### src/design/lockstep_pkg.sv
////////////////////////////////////////////////////////////////////////////
// Widths, vector types and encodings shared by the lockstep checker RTL.
// Instruction word is a 4-bit opcode over a 12-bit immediate.
// The compared output vector is ordered pc, store, store address, data.
////////////////////////////////////////////////////////////////////////////

`default_nettype none

package lockstep_pkg;

  // Datapath widths
  localparam int unsigned DataW  = 32;
  localparam int unsigned InstrW = 16;
  localparam int unsigned AddrW  = 12;

  typedef logic [DataW-1:0]  data_t;
  typedef logic [InstrW-1:0] instr_t;
  typedef logic [AddrW-1:0]  addr_t;

  // Opcode field sits in the top nibble of the instruction
  typedef enum logic [3:0] {
    OpNop     = 4'h0,
    OpAdd     = 4'h1,
    OpXor     = 4'h2,
    OpLoadImm = 4'h3,
    OpStore   = 4'h4,
    OpJump    = 4'h5,
    OpHalt    = 4'h6
  } op_e;

  typedef enum logic [0:0] {
    CoreRun  = 1'b0,
    CoreHalt = 1'b1
  } core_state_e;

  ////////////////////////////////////////////////////////////////////////////
  // Packed lane widths
  ////////////////////////////////////////////////////////////////////////////

  // pc, store strobe, store address, store data
  localparam int unsigned CoreOutW = AddrW + 1 + AddrW + DataW;

  // Instruction valid and instruction word
  localparam int unsigned CoreInW = 1 + InstrW;

endpackage

`default_nettype wire

### src/design/acc_core.sv
////////////////////////////////////////////////////////////////////////////
// Small accumulator core standing in for the full processor.
// All outputs are registered. Store address and data hold between stores.
// Illegal opcodes raise a one-cycle minor alert and otherwise act as a NOP.
// Once halted the core stays halted until reset.
////////////////////////////////////////////////////////////////////////////

`timescale 1ns/1ps
`default_nettype none

module acc_core (
  input  logic                  clk_i,
  input  logic                  rst_ni,
  input  logic                  instr_valid_i,
  input  lockstep_pkg::instr_t  instr_rdata_i,
  output lockstep_pkg::addr_t   pc_o,
  output logic                  store_o,
  output lockstep_pkg::addr_t   store_addr_o,
  output lockstep_pkg::data_t   store_data_o,
  output logic                  alert_minor_o
);

  import lockstep_pkg::*;

  core_state_e state_q, state_d;
  addr_t       pc_q, pc_d;
  data_t       acc_q, acc_d;
  logic        store_q, store_d;
  addr_t       store_addr_q, store_addr_d;
  data_t       store_data_q, store_data_d;
  logic        alert_q, alert_d;

  op_e         opcode;
  addr_t       imm;
  data_t       imm_ext;
  logic        exec;

  // Instruction fields
  assign opcode  = op_e'(instr_rdata_i[InstrW-1 -: 4]);
  assign imm     = instr_rdata_i[AddrW-1:0];
  assign imm_ext = DataW'(imm);
  assign exec    = instr_valid_i && (state_q == CoreRun);

  ////////////////////////////////////////////////////////////////////////////
  // Execute
  ////////////////////////////////////////////////////////////////////////////

  always_comb begin
    state_d      = state_q;
    pc_d         = pc_q;
    acc_d        = acc_q;
    store_d      = 1'b0;
    store_addr_d = store_addr_q;
    store_data_d = store_data_q;
    alert_d      = 1'b0;

    if (exec) begin
      pc_d = pc_q + AddrW'(1);
      case (opcode)
        OpNop: ;
        OpAdd:     acc_d = acc_q + imm_ext;
        OpXor:     acc_d = acc_q ^ imm_ext;
        OpLoadImm: acc_d = imm_ext;
        OpStore: begin
          store_d      = 1'b1;
          store_addr_d = imm;
          store_data_d = acc_q;
        end
        OpJump:    pc_d = imm;
        OpHalt: begin
          // Halt does not advance pc
          pc_d    = pc_q;
          state_d = CoreHalt;
        end
        default:   alert_d = 1'b1;
      endcase
    end
  end

  always_ff @(posedge clk_i or negedge rst_ni) begin
    if (!rst_ni) begin
      state_q      <= CoreRun;
      pc_q         <= '0;
      acc_q        <= '0;
      store_q      <= 1'b0;
      store_addr_q <= '0;
      store_data_q <= '0;
      alert_q      <= 1'b0;
    end else begin
      state_q      <= state_d;
      pc_q         <= pc_d;
      acc_q        <= acc_d;
      store_q      <= store_d;
      store_addr_q <= store_addr_d;
      store_data_q <= store_data_d;
      alert_q      <= alert_d;
    end
  end

  assign pc_o          = pc_q;
  assign store_o       = store_q;
  assign store_addr_o  = store_addr_q;
  assign store_data_o  = store_data_q;
  assign alert_minor_o = alert_q;

  // A halted core never moves its pc again
  halt_pc_stable_a : assert property (
    @(posedge clk_i) disable iff (!rst_ni)
    (state_q == CoreHalt) |=> $stable(pc_o)
  );

endmodule

`default_nettype wire

### src/design/lockstep_rst_ctrl.sv
////////////////////////////////////////////////////////////////////////////
// Holds the shadow core in reset for LockstepOffset cycles after reset.
// Comparison is enabled one cycle after the shadow reset is released.
// LockstepOffset must be 2 or more.
////////////////////////////////////////////////////////////////////////////

`timescale 1ns/1ps
`default_nettype none

module lockstep_rst_ctrl #(
  parameter int unsigned LockstepOffset = 2
) (
  input  logic clk_i,
  input  logic rst_ni,
  output logic shadow_rst_no,
  output logic cmp_en_o
);

  localparam int unsigned CntW = $clog2(LockstepOffset);

  if (LockstepOffset < 2) begin : gen_offset_check
    $error("LockstepOffset must be at least 2");
  end

  logic [CntW-1:0] cnt_q, cnt_d;
  logic            release_d;
  logic            shadow_rst_nq;
  logic            cmp_en_q;

  // Counter stops on the last offset cycle
  assign release_d = (cnt_q == CntW'(LockstepOffset - 1));
  assign cnt_d     = release_d ? cnt_q : cnt_q + CntW'(1);

  always_ff @(posedge clk_i or negedge rst_ni) begin
    if (!rst_ni) begin
      cnt_q         <= '0;
      shadow_rst_nq <= 1'b0;
      cmp_en_q      <= 1'b0;
    end else begin
      cnt_q         <= cnt_d;
      shadow_rst_nq <= release_d;
      cmp_en_q      <= shadow_rst_nq;
    end
  end

  assign shadow_rst_no = shadow_rst_nq;
  assign cmp_en_o      = cmp_en_q;

  // Comparison only runs against a shadow core that is out of reset
  cmp_after_release_a : assert property (
    @(posedge clk_i) disable iff (!rst_ni)
    cmp_en_o |-> shadow_rst_no
  );

endmodule

`default_nettype wire

### src/design/lockstep_delay_line.sv
////////////////////////////////////////////////////////////////////////////
// Shift register of Width bits and Depth stages.
// With ResetEn clear the stages are not reset and start undefined.
////////////////////////////////////////////////////////////////////////////

`timescale 1ns/1ps
`default_nettype none

module lockstep_delay_line #(
  parameter int unsigned Width   = 1,
  parameter int unsigned Depth   = 2,
  parameter bit          ResetEn = 1'b1
) (
  input  logic             clk_i,
  input  logic             rst_ni,
  input  logic [Width-1:0] d_i,
  output logic [Width-1:0] q_o
);

  if (Depth < 1) begin : gen_depth_check
    $error("Depth must be at least 1");
  end

  logic [Depth-1:0][Width-1:0] stage_q;
  logic [Depth-1:0][Width-1:0] stage_d;

  // Stage 0 takes the input, the rest shift along
  always_comb begin
    stage_d[0] = d_i;
    for (int unsigned i = 1; i < Depth; i++) begin
      stage_d[i] = stage_q[i-1];
    end
  end

  if (ResetEn) begin : gen_rst
    always_ff @(posedge clk_i or negedge rst_ni) begin
      if (!rst_ni) begin
        stage_q <= '0;
      end else begin
        stage_q <= stage_d;
      end
    end
  end else begin : gen_no_rst
    always_ff @(posedge clk_i) begin
      stage_q <= stage_d;
    end
  end

  assign q_o = stage_q[Depth-1];

endmodule

`default_nettype wire

### src/design/lockstep_compare.sv
////////////////////////////////////////////////////////////////////////////
// Registers the shadow outputs and compares them with the delayed main
// outputs. The major alert is a combinational, non-sticky level.
// The shadow minor alert is passed straight out.
////////////////////////////////////////////////////////////////////////////

`timescale 1ns/1ps
`default_nettype none

module lockstep_compare (
  input  logic                              clk_i,
  input  logic                              cmp_en_i,
  input  logic [lockstep_pkg::CoreOutW-1:0] shadow_out_i,
  input  logic [lockstep_pkg::CoreOutW-1:0] main_out_i,
  input  logic                              shadow_alert_minor_i,
  output logic                              alert_major_o,
  output logic                              alert_minor_o
);

  import lockstep_pkg::*;

  logic [CoreOutW-1:0] shadow_out_q;
  logic                mismatch;

  // One register stage lines the shadow up with the main delay line
  always_ff @(posedge clk_i) begin
    shadow_out_q <= shadow_out_i;
  end

  assign mismatch = (shadow_out_q != main_out_i);

  ////////////////////////////////////////////////////////////////////////////
  // Alerts
  ////////////////////////////////////////////////////////////////////////////

  assign alert_major_o = cmp_en_i & mismatch;
  assign alert_minor_o = shadow_alert_minor_i;

  // No major alert before comparison is enabled
  major_masked_a : assert property (
    @(posedge clk_i)
    !cmp_en_i |-> !alert_major_o
  );

endmodule

`default_nettype wire

### src/design/lockstep_top.sv
////////////////////////////////////////////////////////////////////////////
// Lockstep checker around a shadow copy of the accumulator core.
// Shadow inputs lag the main core by LockstepOffset cycles and main
// outputs are compared LockstepOffset+1 cycles after they appear.
// The main core outputs must be registered, as in acc_core.
////////////////////////////////////////////////////////////////////////////

`timescale 1ns/1ps
`default_nettype none

module lockstep_top #(
  parameter int unsigned LockstepOffset = 2
) (
  input  logic                 clk_i,
  input  logic                 rst_ni,
  input  logic                 instr_valid_i,
  input  lockstep_pkg::instr_t instr_rdata_i,
  input  lockstep_pkg::addr_t  core_pc_i,
  input  logic                 core_store_i,
  input  lockstep_pkg::addr_t  core_store_addr_i,
  input  lockstep_pkg::data_t  core_store_data_i,
  output logic                 alert_major_o,
  output logic                 alert_minor_o
);

  import lockstep_pkg::*;

  // Extra stage matches the shadow output register
  localparam int unsigned OutDepth = LockstepOffset + 1;

  logic                shadow_rst_n;
  logic                cmp_en;

  logic [CoreInW-1:0]  main_in;
  logic [CoreInW-1:0]  shadow_in;
  logic [CoreOutW-1:0] main_out;
  logic [CoreOutW-1:0] main_out_dly;
  logic [CoreOutW-1:0] shadow_out;

  logic                shadow_instr_valid;
  instr_t              shadow_instr;
  addr_t               shadow_pc;
  logic                shadow_store;
  addr_t               shadow_store_addr;
  data_t               shadow_store_data;
  logic                shadow_alert_minor;

  lockstep_rst_ctrl #(
    .LockstepOffset(LockstepOffset)
  ) u_rst_ctrl (
    .clk_i        (clk_i),
    .rst_ni       (rst_ni),
    .shadow_rst_no(shadow_rst_n),
    .cmp_en_o     (cmp_en)
  );

  ////////////////////////////////////////////////////////////////////////////
  // Delay lanes
  ////////////////////////////////////////////////////////////////////////////

  assign main_in = {instr_valid_i, instr_rdata_i};
  assign {shadow_instr_valid, shadow_instr} = shadow_in;

  lockstep_delay_line #(
    .Width  (CoreInW),
    .Depth  (LockstepOffset),
    .ResetEn(1'b1)
  ) u_in_delay (
    .clk_i (clk_i),
    .rst_ni(rst_ni),
    .d_i   (main_in),
    .q_o   (shadow_in)
  );

  assign main_out = {core_pc_i, core_store_i, core_store_addr_i, core_store_data_i};

  // Masked by the compare enable until it is filled
  lockstep_delay_line #(
    .Width  (CoreOutW),
    .Depth  (OutDepth),
    .ResetEn(1'b0)
  ) u_out_delay (
    .clk_i (clk_i),
    .rst_ni(rst_ni),
    .d_i   (main_out),
    .q_o   (main_out_dly)
  );

  ////////////////////////////////////////////////////////////////////////////
  // Shadow core and comparison
  ////////////////////////////////////////////////////////////////////////////

  acc_core u_shadow_core (
    .clk_i        (clk_i),
    .rst_ni       (shadow_rst_n),
    .instr_valid_i(shadow_instr_valid),
    .instr_rdata_i(shadow_instr),
    .pc_o         (shadow_pc),
    .store_o      (shadow_store),
    .store_addr_o (shadow_store_addr),
    .store_data_o (shadow_store_data),
    .alert_minor_o(shadow_alert_minor)
  );

  assign shadow_out = {shadow_pc, shadow_store, shadow_store_addr, shadow_store_data};

  lockstep_compare u_compare (
    .clk_i               (clk_i),
    .cmp_en_i            (cmp_en),
    .shadow_out_i        (shadow_out),
    .main_out_i          (main_out_dly),
    .shadow_alert_minor_i(shadow_alert_minor),
    .alert_major_o       (alert_major_o),
    .alert_minor_o       (alert_minor_o)
  );

endmodule

`default_nettype wire

### config.mk
export PLATFORM = sky130hd
export DESIGN_NAME = lockstep_top
export DESIGN_NICKNAME = d
export VERILOG_FILES = /design/src/design/lockstep_pkg.sv /design/src/design/acc_core.sv /design/src/design/lockstep_rst_ctrl.sv /design/src/design/lockstep_delay_line.sv /design/src/design/lockstep_compare.sv /design/src/design/lockstep_top.sv
export SDC_FILE = /design/constraint.sdc
export NUM_CORES = 1
export LEC_CHECK = 0
export ABC_AREA = 1
export BUFFER_PORTS_ARGS = -buffer_cell sky130_fd_sc_hd__buf_2
export CORE_UTILIZATION = 40
export DETAILED_ROUTE_END_ITERATION = 7
export HOLD_SLACK_MARGIN = 0.03
export PLACE_DENSITY = 0.63
export SLEW_MARGIN = 5
export SYNTH_ARGS = -nofsm -noshare
export SYNTH_HDL_FRONTEND = slang
export SYNTH_SLANG_ARGS = --single-unit
### constraint.sdc
create_clock -name clk_i -period 3.7 [get_ports clk_i]
set_input_delay 0 -clock clk_i [delete_from_list [all_inputs] [get_ports clk_i]]
set_output_delay 0 -clock clk_i [all_outputs]
set_load 0.05 [all_outputs]
Word level (Yosys, flattened, before mapping). Index checks and enable logic that the tools add are counted. W data, S select, Z words.

Flip-flop bits (word level): 356.

Bitwise logic cells: 4. Add/subtract/negate cells: 3. Multiplexer cells: 7. Eq/ne operators: 7. Reduce and logical (&&, ||, !) cells: 8.

Operator list (number): $pmux W32 S3 (1); $ne A57 B57 Y1 (1); $add A32 B12 Y32 (1); $xor A32 B12 Y32 (1); $pmux W12 S2 (1); $add A12 B1 Y12 const B (1); $eq A4 B3 Y1 const B (3); $eq A4 B2 Y1 const B (2); $reduce_and A2 Y1 (4); $reduce_or A7 Y1 (1); $mux W1 (5); $eq A4 B1 Y1 const B (1); $logic_not A4 Y1 (1); $reduce_bool A3 Y1 (1); $not A1 Y1 (2); $add A1 B1 Y1 const B (1); $and A1 B1 Y1 (1); $logic_and A1 B1 Y1 (1).

Longest topological paths before layout. Gate-level depths: netlist of the first run.

Depth in word-level cells: 4. Mapped depth: 12. Mapped depth without buffers: 12.

Hierarchy. A second synthesis of the first run with hierarchy kept.

Cells, all modules: 1276. Area total of the unflattened synthesis: 12027.8 µm².

Modules (own cells, without submodules): acc_core (seq. area each 2277.2 µm², times used 1, area each 5426.5 µm², cells an instance 734); lockstep_delay_line (u_out_delay) (seq. area each 3423.3 µm², times used 1, area each 3423.3 µm², cells an instance 171); lockstep_compare (seq. area each 1141.1 µm², times used 1, area each 2248.4 µm², cells an instance 333); lockstep_delay_line (u_in_delay) (seq. area each 850.8 µm², times used 1, area each 850.8 µm², cells an instance 34); lockstep_rst_ctrl (seq. area each 75.1 µm², times used 1, area each 78.8 µm², cells an instance 4).

Least setup slack after synthesis of the first run. Ideal clock, no wire load.

Kind: reg2reg. Start point: reg u_rst_ctrl.shadow_rst_nq (netlist: u_rst_ctrl.shadow_rst_no). End point: reg u_rst_ctrl.cmp_en_q (netlist: u_rst_ctrl.cmp_en_o). Data required time: 3353 ps. Path slack: 1085 ps. Cell stages (with the launch flop): 1. Arrival: 2268 ps. Path buffers: 0. Path through: dfrtp_1.

RTL lines: start, declared (RTL line lockstep_rst_ctrl.sv:27) `logic shadow_rst_nq;`; start signal, assigned (RTL line lockstep_rst_ctrl.sv:41) `shadow_rst_nq <= release_d;`; end signal, assigned (RTL line lockstep_rst_ctrl.sv:42) `cmp_en_q <= shadow_rst_nq;`; end, declared (RTL line lockstep_rst_ctrl.sv:28) `logic cmp_en_q;`.

No word-level cell between the ends.

Worst setup path after layout of the first run.
Start point: reg u_shadow_core.state_q. End point: reg u_shadow_core.store_addr_q[11] (netlist: u_shadow_core.store_addr_o[11]).

Cells in the longest elaborated chain, start to end: 3.

RTL lines: start, declared (RTL line acc_core.sv:25) `core_state_e state_q, state_d;`; start signal, assigned (RTL line acc_core.sv:82) `state_q <= CoreRun;`; start signal, assigned (RTL line acc_core.sv:90) `state_q <= state_d;`; $not A1 Y1 (RTL line acc_core.sv:42) `assign exec = instr_valid_i && (state_q == CoreRun);`; $logic_and A1 B1 Y1 (RTL line acc_core.sv:42); $reduce_and A2 Y1 (no line); end signal, assigned (RTL line acc_core.sv:94) `store_addr_q <= store_addr_d;`; end, declared (RTL line acc_core.sv:29) `addr_t store_addr_q, store_addr_d;`.

No other way between the ends. A chain may end at the register's enable or synchronous reset.

==> impl_metrics.py, run 1 <==
metrics = {
    "die": {
        "rows": 61,
        "initial_core_util_pct": 40.96,
        "die_w_um": 171.1,
        "core_area_sq_um": 27930,
        "dieArea_sq_um": 29280,
        "die_h_um": 171.1,
        "io-pin-count": 78,
    },
    "detailed_routing": {
        "post_drt_wl_per_cell_um": 13.89,
        "route.final.wire_length_um": 23450,
        "final_antenna_net_count": 0,
        "drc": 0,
        "drt_iter0_drc": 523,
        "first_pass_iters": 5,
        "vias_per_cell": 4.491,
        "num_vias": 7581,
    },
    "cells_and_area": {
        "layout-drive-gt1-share_pct": 11.91,
        "post-route-util_pct": 50.64,
        "n_antenna_cell": 0,
        "nFillCells": 2558,
        "finalNetCount": 1373,
        "synthToLayoutAreaGrowth_pct": 23.64,
    },
    "logic_synthesis": {
        "ys_top_cells_by_area": "dfxtp_1, dfrtp_1, nand2_1",
        "synth_cell_types": 41,
        "ys_top_cells_by_count": "nand2_1, dfxtp_1, dfrtp_1",
        "synthArstFlopShare_pct": 35.96,
        "synth_top_area_share_pct": 39.90,
        "yosys.area.top_type": "dfxtp_1",
        "yosysMostFrequentCell": "nand2_1",
        "avgSynthCellArea_sq_um": 10.33,
        "synth_seq_area_share_pct": 67.89,
        "syn_nets": 1198,
        "ys.warnings.count": 0,
        "synth-main-ff-cell": "dfxtp_1",
        "synth-seq-cells": 356,
        "synth.cell_area_sq_um": 11440,
        "syn_inst": 1108,
        "synth_edf_count": 0,
    },
    "timing": {
        "worst_slew_pin_slew_ns": 1.048,
        "fin_skew_ns": 0.01062,
        "fmaxAchievable_mhz": 413.7,
        "fin_tns_setup_ns": 0,
        "fin_crit_sh_pct": 65.33,
        "slew_viol_final": 0,
        "period_needed_ns": 2.417,
        "relSlewSlack_pct": 30.13,
        "setup_viol": 0,
        "report.final.hold_viol_count": 0,
        "rsz0062_at_grt": "false",
    },
    "placement": {
        "routabilityCongestion": 0.9156,
        "io_buffers": 77,
        "hpwl_um": 15880,
    },
    "run_status": {
        "status": "finished clean",
    },
    "clock_tree": {
        "insertion_delay_ns": 0.51,
        "cts.sink_count": 356,
        "cts_tree": "built",
        "htreeDepth": 2,
        "root_buffer": "clkbuf_16",
        "clkTransAtPathRegs_ns": 0.06,
        "numCtsBuffers": 36,
        "clock_path_buffers": 3,
    },
    "pwr": {
        "power_uw": 7831,
        "cellPowerDensity_nw_per_um2": 553.6,
        "vdd_drop_max_v": 0.0003273,
        "power_leakage_uw": 0.006707,
    },
    "worst_setup_path": {
        "crit_type": "reg -> reg",
        "crit_arrival_ns": 2.79,
        "crit_end": "u_shadow_core.store_addr_o[11]",
        "reg2reg_from": "u_shadow_core.state_q",
        "critPathMaxFanout": 64,
        "end_kind": "flip-flop",
        "ff2ff_path_depth": 7,
        "r2r_end": "u_shadow_core.store_addr_o[11]",
        "critPathLaunchType": "flip-flop",
        "cp-startpoint": "u_shadow_core.state_q",
        "rrSetupSlack_ns": 1.28,
        "required_ns": 4.07,
    },
    "flow_run": {
        "cap_violations": 0,
    },
    "hold_path": {
        "hold_path.class": "in -> reg",
        "hp-start": "core_pc_i[11]",
    },
    "global_routing": {
        "grt-ovfl-total": 0,
        "track_usage_pct": 16.93,
        "antenna_found_initial": 0,
        "grt_pass1_vias": 7389,
        "grt_max_degree": 79,
        "grt_first_pass_wirelength_um": 38120,
    },
}
==> kinds of logic after synthesis <==
| kind of cell | share of synthesized area [%] |
|---|---|
| AND/OR/NAND/NOR | 15.68 |
| flip-flops | 67.89 |
| buffers and inverters | 4.768 |
| AO/OA/AOI/OAI | 6.124 |
| XOR/XNOR | 3.904 |
| adder cells (fa/ha/maj) | 1.597 |
| other | 0.03278 |
==> per-layer routing <==
| metal | track usage (%) | routed length, um | share of wire (%) | vias to the layer above |
|---|---|---|---|---|
| met4 | 5.124 | 487 | 2.1 | 0 |
| met2 | 26.92 | 10590 | 45 | 159 |
| li1 | - | - | - | 3865 |
| met5 | 0 | 0 | 0 | - |
| met3 | 3.100 | 1199 | 5.1 | 47 |
| met1 | 23.42 | 11180 | 48 | 3510 |
==> worst min-delay path by stage <==
stage / to / slack [ns] / depth (start not counted)
finish: u_out_delay.stage_d[113] / 0.12 / 2
global route: u_out_delay.stage_d[106] / 0.11 / 2
CTS: u_out_delay.stage_d[113] / 0.10 / 2
detailed placement: u_out_delay.stage_d[82] / 0.10 / 1
global placement: u_out_delay.stage_d[70] / 0.10 / 1
floorplan: u_in_delay.q_o[0] / -0.30 / 0
==> worst max-delay path, cell delays in order (launching register included) <==
cell and delay, ns:
dfrtp_1 0.38, inv_1 0.08, nand2_2 0.10, nor4_4 0.80, inv_2 0.27, buf_4 0.38, nand2_1 0.16, o21ai_1 0.07
==> stage by stage <==
stage,cell area [sq um],worst slack (ns),hold WS (ns),instances
detailed placement,12210,1.263,0.1036,1548
global placement,12210,1.330,0.1025,1548
CTS,14150,1.253,0.1003,1688
finish,14150,1.283,0.1157,1688
global route,14150,1.061,0.1070,1688
floorplan,11440,0.9012,-0.2956,1108
==> final cells by class <==
type / count / area (sq um) / area share, %
Sequential cell: 356 / 7771 / 54.94
Multi-Input combinational cell: 619 / 3128 / 22.11
Timing Repair Buffer: 155 / 1159 / 8.190
Clock buffer: 52 / 1042 / 7.368
Tap cell: 378 / 473.0 / 3.343
Inverter: 115 / 431.7 / 3.051
Clock inverter: 13 / 141.4 / 0.9995
==> timing repair <==
| item | 4_1_cts | 5_1_grt |
|---|---|---|
| setup buffers | 0 | 0 |
| hold buffers | 75 | 0 |
| resized for setup | 0 | 0 |
| hold endpoints to repair | 111 | 0 |
==> report_power, final <==
part	switching (uW)	internal (uW)	leakage [uW]
Combinational	110	126	0.00265
Sequential	67.8	3980	0.00347
Clock	1430	2120	0.000585
==> placed cells by master, fill, tap and decap left out, types with 9 or more instances in the layout <==
master / count
nand3_1: 50
ha_1: 13
buf_2: 77
nand4_1: 16
dfxtp_1: 228
xor2_1: 20
o21ai_1: 26
clkbuf_16: 37
dfrtp_1: 127
clkbuf_1: 9
a21oi_1: 40
xnor2_1: 31
nor3_1: 12
inv_1: 109
o21ai_0: 44
nand2_1: 239
dlygate4sd3_1: 75
nor2_1: 92
==> registers in the layout (all words and copies together), names as in the netlist <==
signal / flops
u_compare.shadow_out_q: 57
u_in_delay.q_o: 17
u_in_delay.stage_d: 17
u_out_delay.q_o: 57
u_out_delay.stage_d: 114
u_rst_ctrl.cmp_en_o: 1
u_rst_ctrl.cnt_q: 1
u_rst_ctrl.shadow_rst_no: 1
u_shadow_core.acc_q: 32
u_shadow_core.alert_minor_o: 1
u_shadow_core.pc_o: 12
u_shadow_core.state_q: 1
u_shadow_core.store_addr_o: 12
u_shadow_core.store_data_o: 32
u_shadow_core.store_o: 1
Note: power is estimated with default switching activity, not from simulation.
==> run 2, diff against run 1 <==
--- a/config.mk
+++ b/config.mk
@@ -5,7 +5,7 @@
 export SDC_FILE = /design/constraint.sdc
 export NUM_CORES = 1
 export LEC_CHECK = 0
-export ABC_AREA = 1
+export ABC_AREA = 0
 export BUFFER_PORTS_ARGS = -buffer_cell sky130_fd_sc_hd__buf_2
 export CORE_UTILIZATION = 40
 export DETAILED_ROUTE_END_ITERATION = 7
==> constraint.sdc (replaced) <==
create_clock -name clk_i -period 2.4 [get_ports clk_i]
set_input_delay 0 -clock clk_i [delete_from_list [all_inputs] [get_ports clk_i]]
set_output_delay 0 -clock clk_i [all_outputs]
set_load 0.05 [all_outputs]
==> run 2 against run 1 <==
  * The run now ends with setup timing left
  * Power grew 92%
  * Sequential power grew 79%
  * Global-route usage shrank 0.18 points
  * Die area shrank 4.9%
  * Critical path depth shrank 1
  * Count of clock-buffer cells in the layout grew 2
  * Clock skew grew 0.0063 ns
  * Worst hold slack lost 0.0011 ns
  * Register-to-register slack lost 1.2 ns
  * Worst setup slack lost 1.4 ns
  * Critical endpoint is now alert_major_o
  * Largest power group unchanged
==> impl_metrics.py, run 2 <==
metrics = {
    "pwr": {
        "cellPowerDensity_nw_per_um2": 1058,
        "power_leakage_uw": 0.006353,
        "vdd_drop_max_v": 0.0005270,
    },
    "detailed_routing": {
        "drc": 0,
        "drt_iter0_drc": 319,
        "final_antenna_net_count": 0,
        "route.final.wire_length_um": 22620,
        "post_drt_wl_per_cell_um": 15.23,
        "first_pass_iters": 5,
        "num_vias": 6972,
        "vias_per_cell": 4.695,
    },
    "timing": {
        "setup_viol": 1,
        "report.final.hold_viol_count": 0,
        "worst_slew_pin_slew_ns": 1.136,
        "period_needed_ns": 2.487,
        "setup_ws_ns": -0.08681,
        "rsz0062_at_grt": "true",
        "fin_skew_ns": 0.01695,
        "slew_viol_final": 0,
        "hold-worst-slack_ns": 0.1146,
        "fmaxAchievable_mhz": 402.1,
        "relSlewSlack_pct": 23.98,
        "fin_crit_sh_pct": 103.6,
    },
    "cells_and_area": {
        "largest_register_ff_count": 114,
        "mostFrequentLayoutCells": "dfxtp_1, nand2_1, dfrtp_1, buf_2, dlygate4sd3_1",
        "n_antenna_cell": 0,
        "synthToLayoutAreaGrowth_pct": 30.79,
        "final_common_cell": "dfxtp_1",
        "finalNetCount": 1214,
        "layout-drive-gt1-share_pct": 20.61,
        "layoutNonFillerInstCount": 1485,
    },
    "worst_setup_path": {
        "crit_type": "reg -> out",
        "end_kind": "output port",
        "r2r_end": "u_shadow_core.acc_q[31]",
        "cp-startpoint": "u_out_delay.q_o[18]",
        "critPathLaunchType": "flip-flop",
        "ff2ff_path_depth": 9,
        "crit_arrival_ns": 2.49,
        "required_ns": 2.40,
        "critPathMaxFanout": 1,
        "reg2reg_from": "u_shadow_core.acc_q[3]",
        "rrSetupSlack_ns": 0.07,
    },
    "logic_synthesis": {
        "synth_cell_types": 58,
        "ys_top_cells_by_area": "dfxtp_1, dfrtp_1, nand2_1",
        "avgSynthCellArea_sq_um": 12.15,
        "synthArstFlopShare_pct": 35.96,
        "synth_top_area_share_pct": 41.98,
        "synthMuxAreaShare_pct": 1.703,
        "synth_compound_area_share_pct": 6.295,
        "synth-adder-area-share_pct": 1.680,
        "synth-seq-cells": 356,
        "syn_inst": 895,
        "ys.warnings.count": 0,
        "synth_top_family_by_area": "simple AND/OR/NAND/NOR gates",
        "syn_nets": 985,
        "synth-main-ff-cell": "dfxtp_1",
        "yosys.area_share.simple_pct": 11.81,
        "synth.cell_area_sq_um": 10870,
        "synth_edf_count": 0,
        "synth_seq_area_share_pct": 71.45,
        "yosys.area.top_type": "dfxtp_1",
        "ys_top_cells_by_count": "dfxtp_1, nand2_1, dfrtp_1",
        "yosysMostFrequentCell": "dfxtp_1",
        "synth_xor_area_share_pct": 5.720,
    },
    "placement": {
        "routabilityCongestion": 0.9022,
        "hpwl_um": 15170,
        "dp_worst_setup_slack_ns": -0.05975,
        "io_buffers": 77,
        "placed_cells": 1340,
    },
    "run_status": {
        "status": "complete, but fails checks",
        "violations": "setup timing",
    },
    "die": {
        "rows": 59,
        "io-pin-count": 78,
        "dieArea_sq_um": 27840,
        "initial_core_util_pct": 41.25,
        "die_h_um": 166.9,
        "die_w_um": 166.9,
        "core_area_sq_um": 26350,
    },
    "hold_path": {
        "worstHoldPathCells": 2,
        "hp-start": "core_pc_i[2]",
        "whs_endpoint": "u_out_delay.stage_d[104]",
        "hold_path.class": "in -> reg",
    },
    "global_routing": {
        "antenna_found_initial": 0,
        "grt_pass1_vias": 6993,
        "grt-ovfl-total": 0,
        "track_usage_pct": 16.75,
        "grt_max_degree": 48,
        "grt_first_pass_wirelength_um": 36310,
    },
    "flow_run": {
        "cap_violations": 0,
    },
    "clock_tree": {
        "clock_path_buffers": 3,
        "clkTransAtPathRegs_ns": 0.06,
        "htreeDepth": 2,
        "root_buffer": "clkbuf_16",
        "cts_tree": "built",
        "cts.sink_count": 356,
        "insertion_delay_ns": 0.51,
        "numCtsBuffers": 36,
    },
}
==> run 2: cell types whose count changed in the layout (fill, tap and decap cells not counted), sizes merged, moves of 9 or more <==
cell / change
nand3: -37
xor2: +11
buf: +62
nand2: -93
xnor2: +9
nor2: -44
mux2: +9
nor4: +13
o21ai: -30
inv: -107
==> run 2: stage by stage <==
stage	setup TNS, ns	util (%)	instance area [sq um]	power (uW)
4_1_cts	-0.2053	53.09	13990	14910
5_1_grt	-0.1862	53.95	14220	15860
2_1_floorplan	0	-	10880	8487
6_report	-0.08681	53.95	14220	15050
3_5_place_dp	-0.1440	45.76	12060	9438
3_3_place_gp	-0.2733	45.76	12060	9415
==> run 2: how the worst max path moves through the flow <==
stage                              endpoint  slack (ns)
floorplan            u_shadow_core.acc_q[8]        0.05
global placement    u_shadow_core.acc_q[10]       -0.07
detailed placement   u_shadow_core.acc_q[8]       -0.06
CTS                           alert_major_o       -0.21
global route                  alert_major_o       -0.17
finish                        alert_major_o       -0.09
==> run 2: routing by layer <==
| layer | global-route usage (%) | vias to the layer above | routed length [um] |
|---|---|---|---|
| met4 | 7.246 | 0 | 761 |
| met1 | 22.49 | 3316 | 10610 |
| met5 | 0 | - | 0 |
| met3 | 3.161 | 45 | 879 |
| met2 | 26.47 | 155 | 10370 |
| li1 | - | 3456 | - |
==> run 2: worst max-delay path, stage by stage (launching register included) <==
cell and delay [ns]:
dfxtp_1 0.32, xnor2_2 0.25, nand4_1 0.25, nor4_2 0.22
nand4_1 0.31, o41a_1 0.45, buf_6 0.17
==> run 2: layout make-up <==
| type | count | area, sq um |
|---|---|---|
| timing repair buffer | 217 | 1679 |
| multi-input combinational | 503 | 3173 |
| tap | 335 | 419.2 |
| sequential | 356 | 7776 |
| fill | 2230 | 12140 |
| clock buffer | 54 | 1030 |
| clock inverter | 10 | 103.9 |
| inverter | 10 | 37.54 |
==> run 2: what timing repair did <==
action / CTS / global route
hold buffers: 75 / 0
pin swaps: 6 / 22
resized for setup: 10 / 34
cloned: 0 / 1
hold endpoints to repair: 111 / 0
setup buffers: 0 / 5
endpoints found under the setup margin: 12 / 20
==> run 2: kinds of logic (layout without fill, tap and decap cells) <==
logic type,after synthesis,in the layout
AND/OR/NAND/NOR,283,283
multiplexers,17,17
adder cells (fa/ha/maj),14,14
AO/OA/AOI/OAI,117,117
flip-flops,356,356
buffers and inverters,36,291
other,1,1
XOR/XNOR,71,71
==> run 2: power by group <==
part / total, uW / internal, uW / switching [uW]
logic: 2550 / 1330 / 1220
registers: 7220 / 6700 / 522
clock network: 5280 / 3100 / 2180
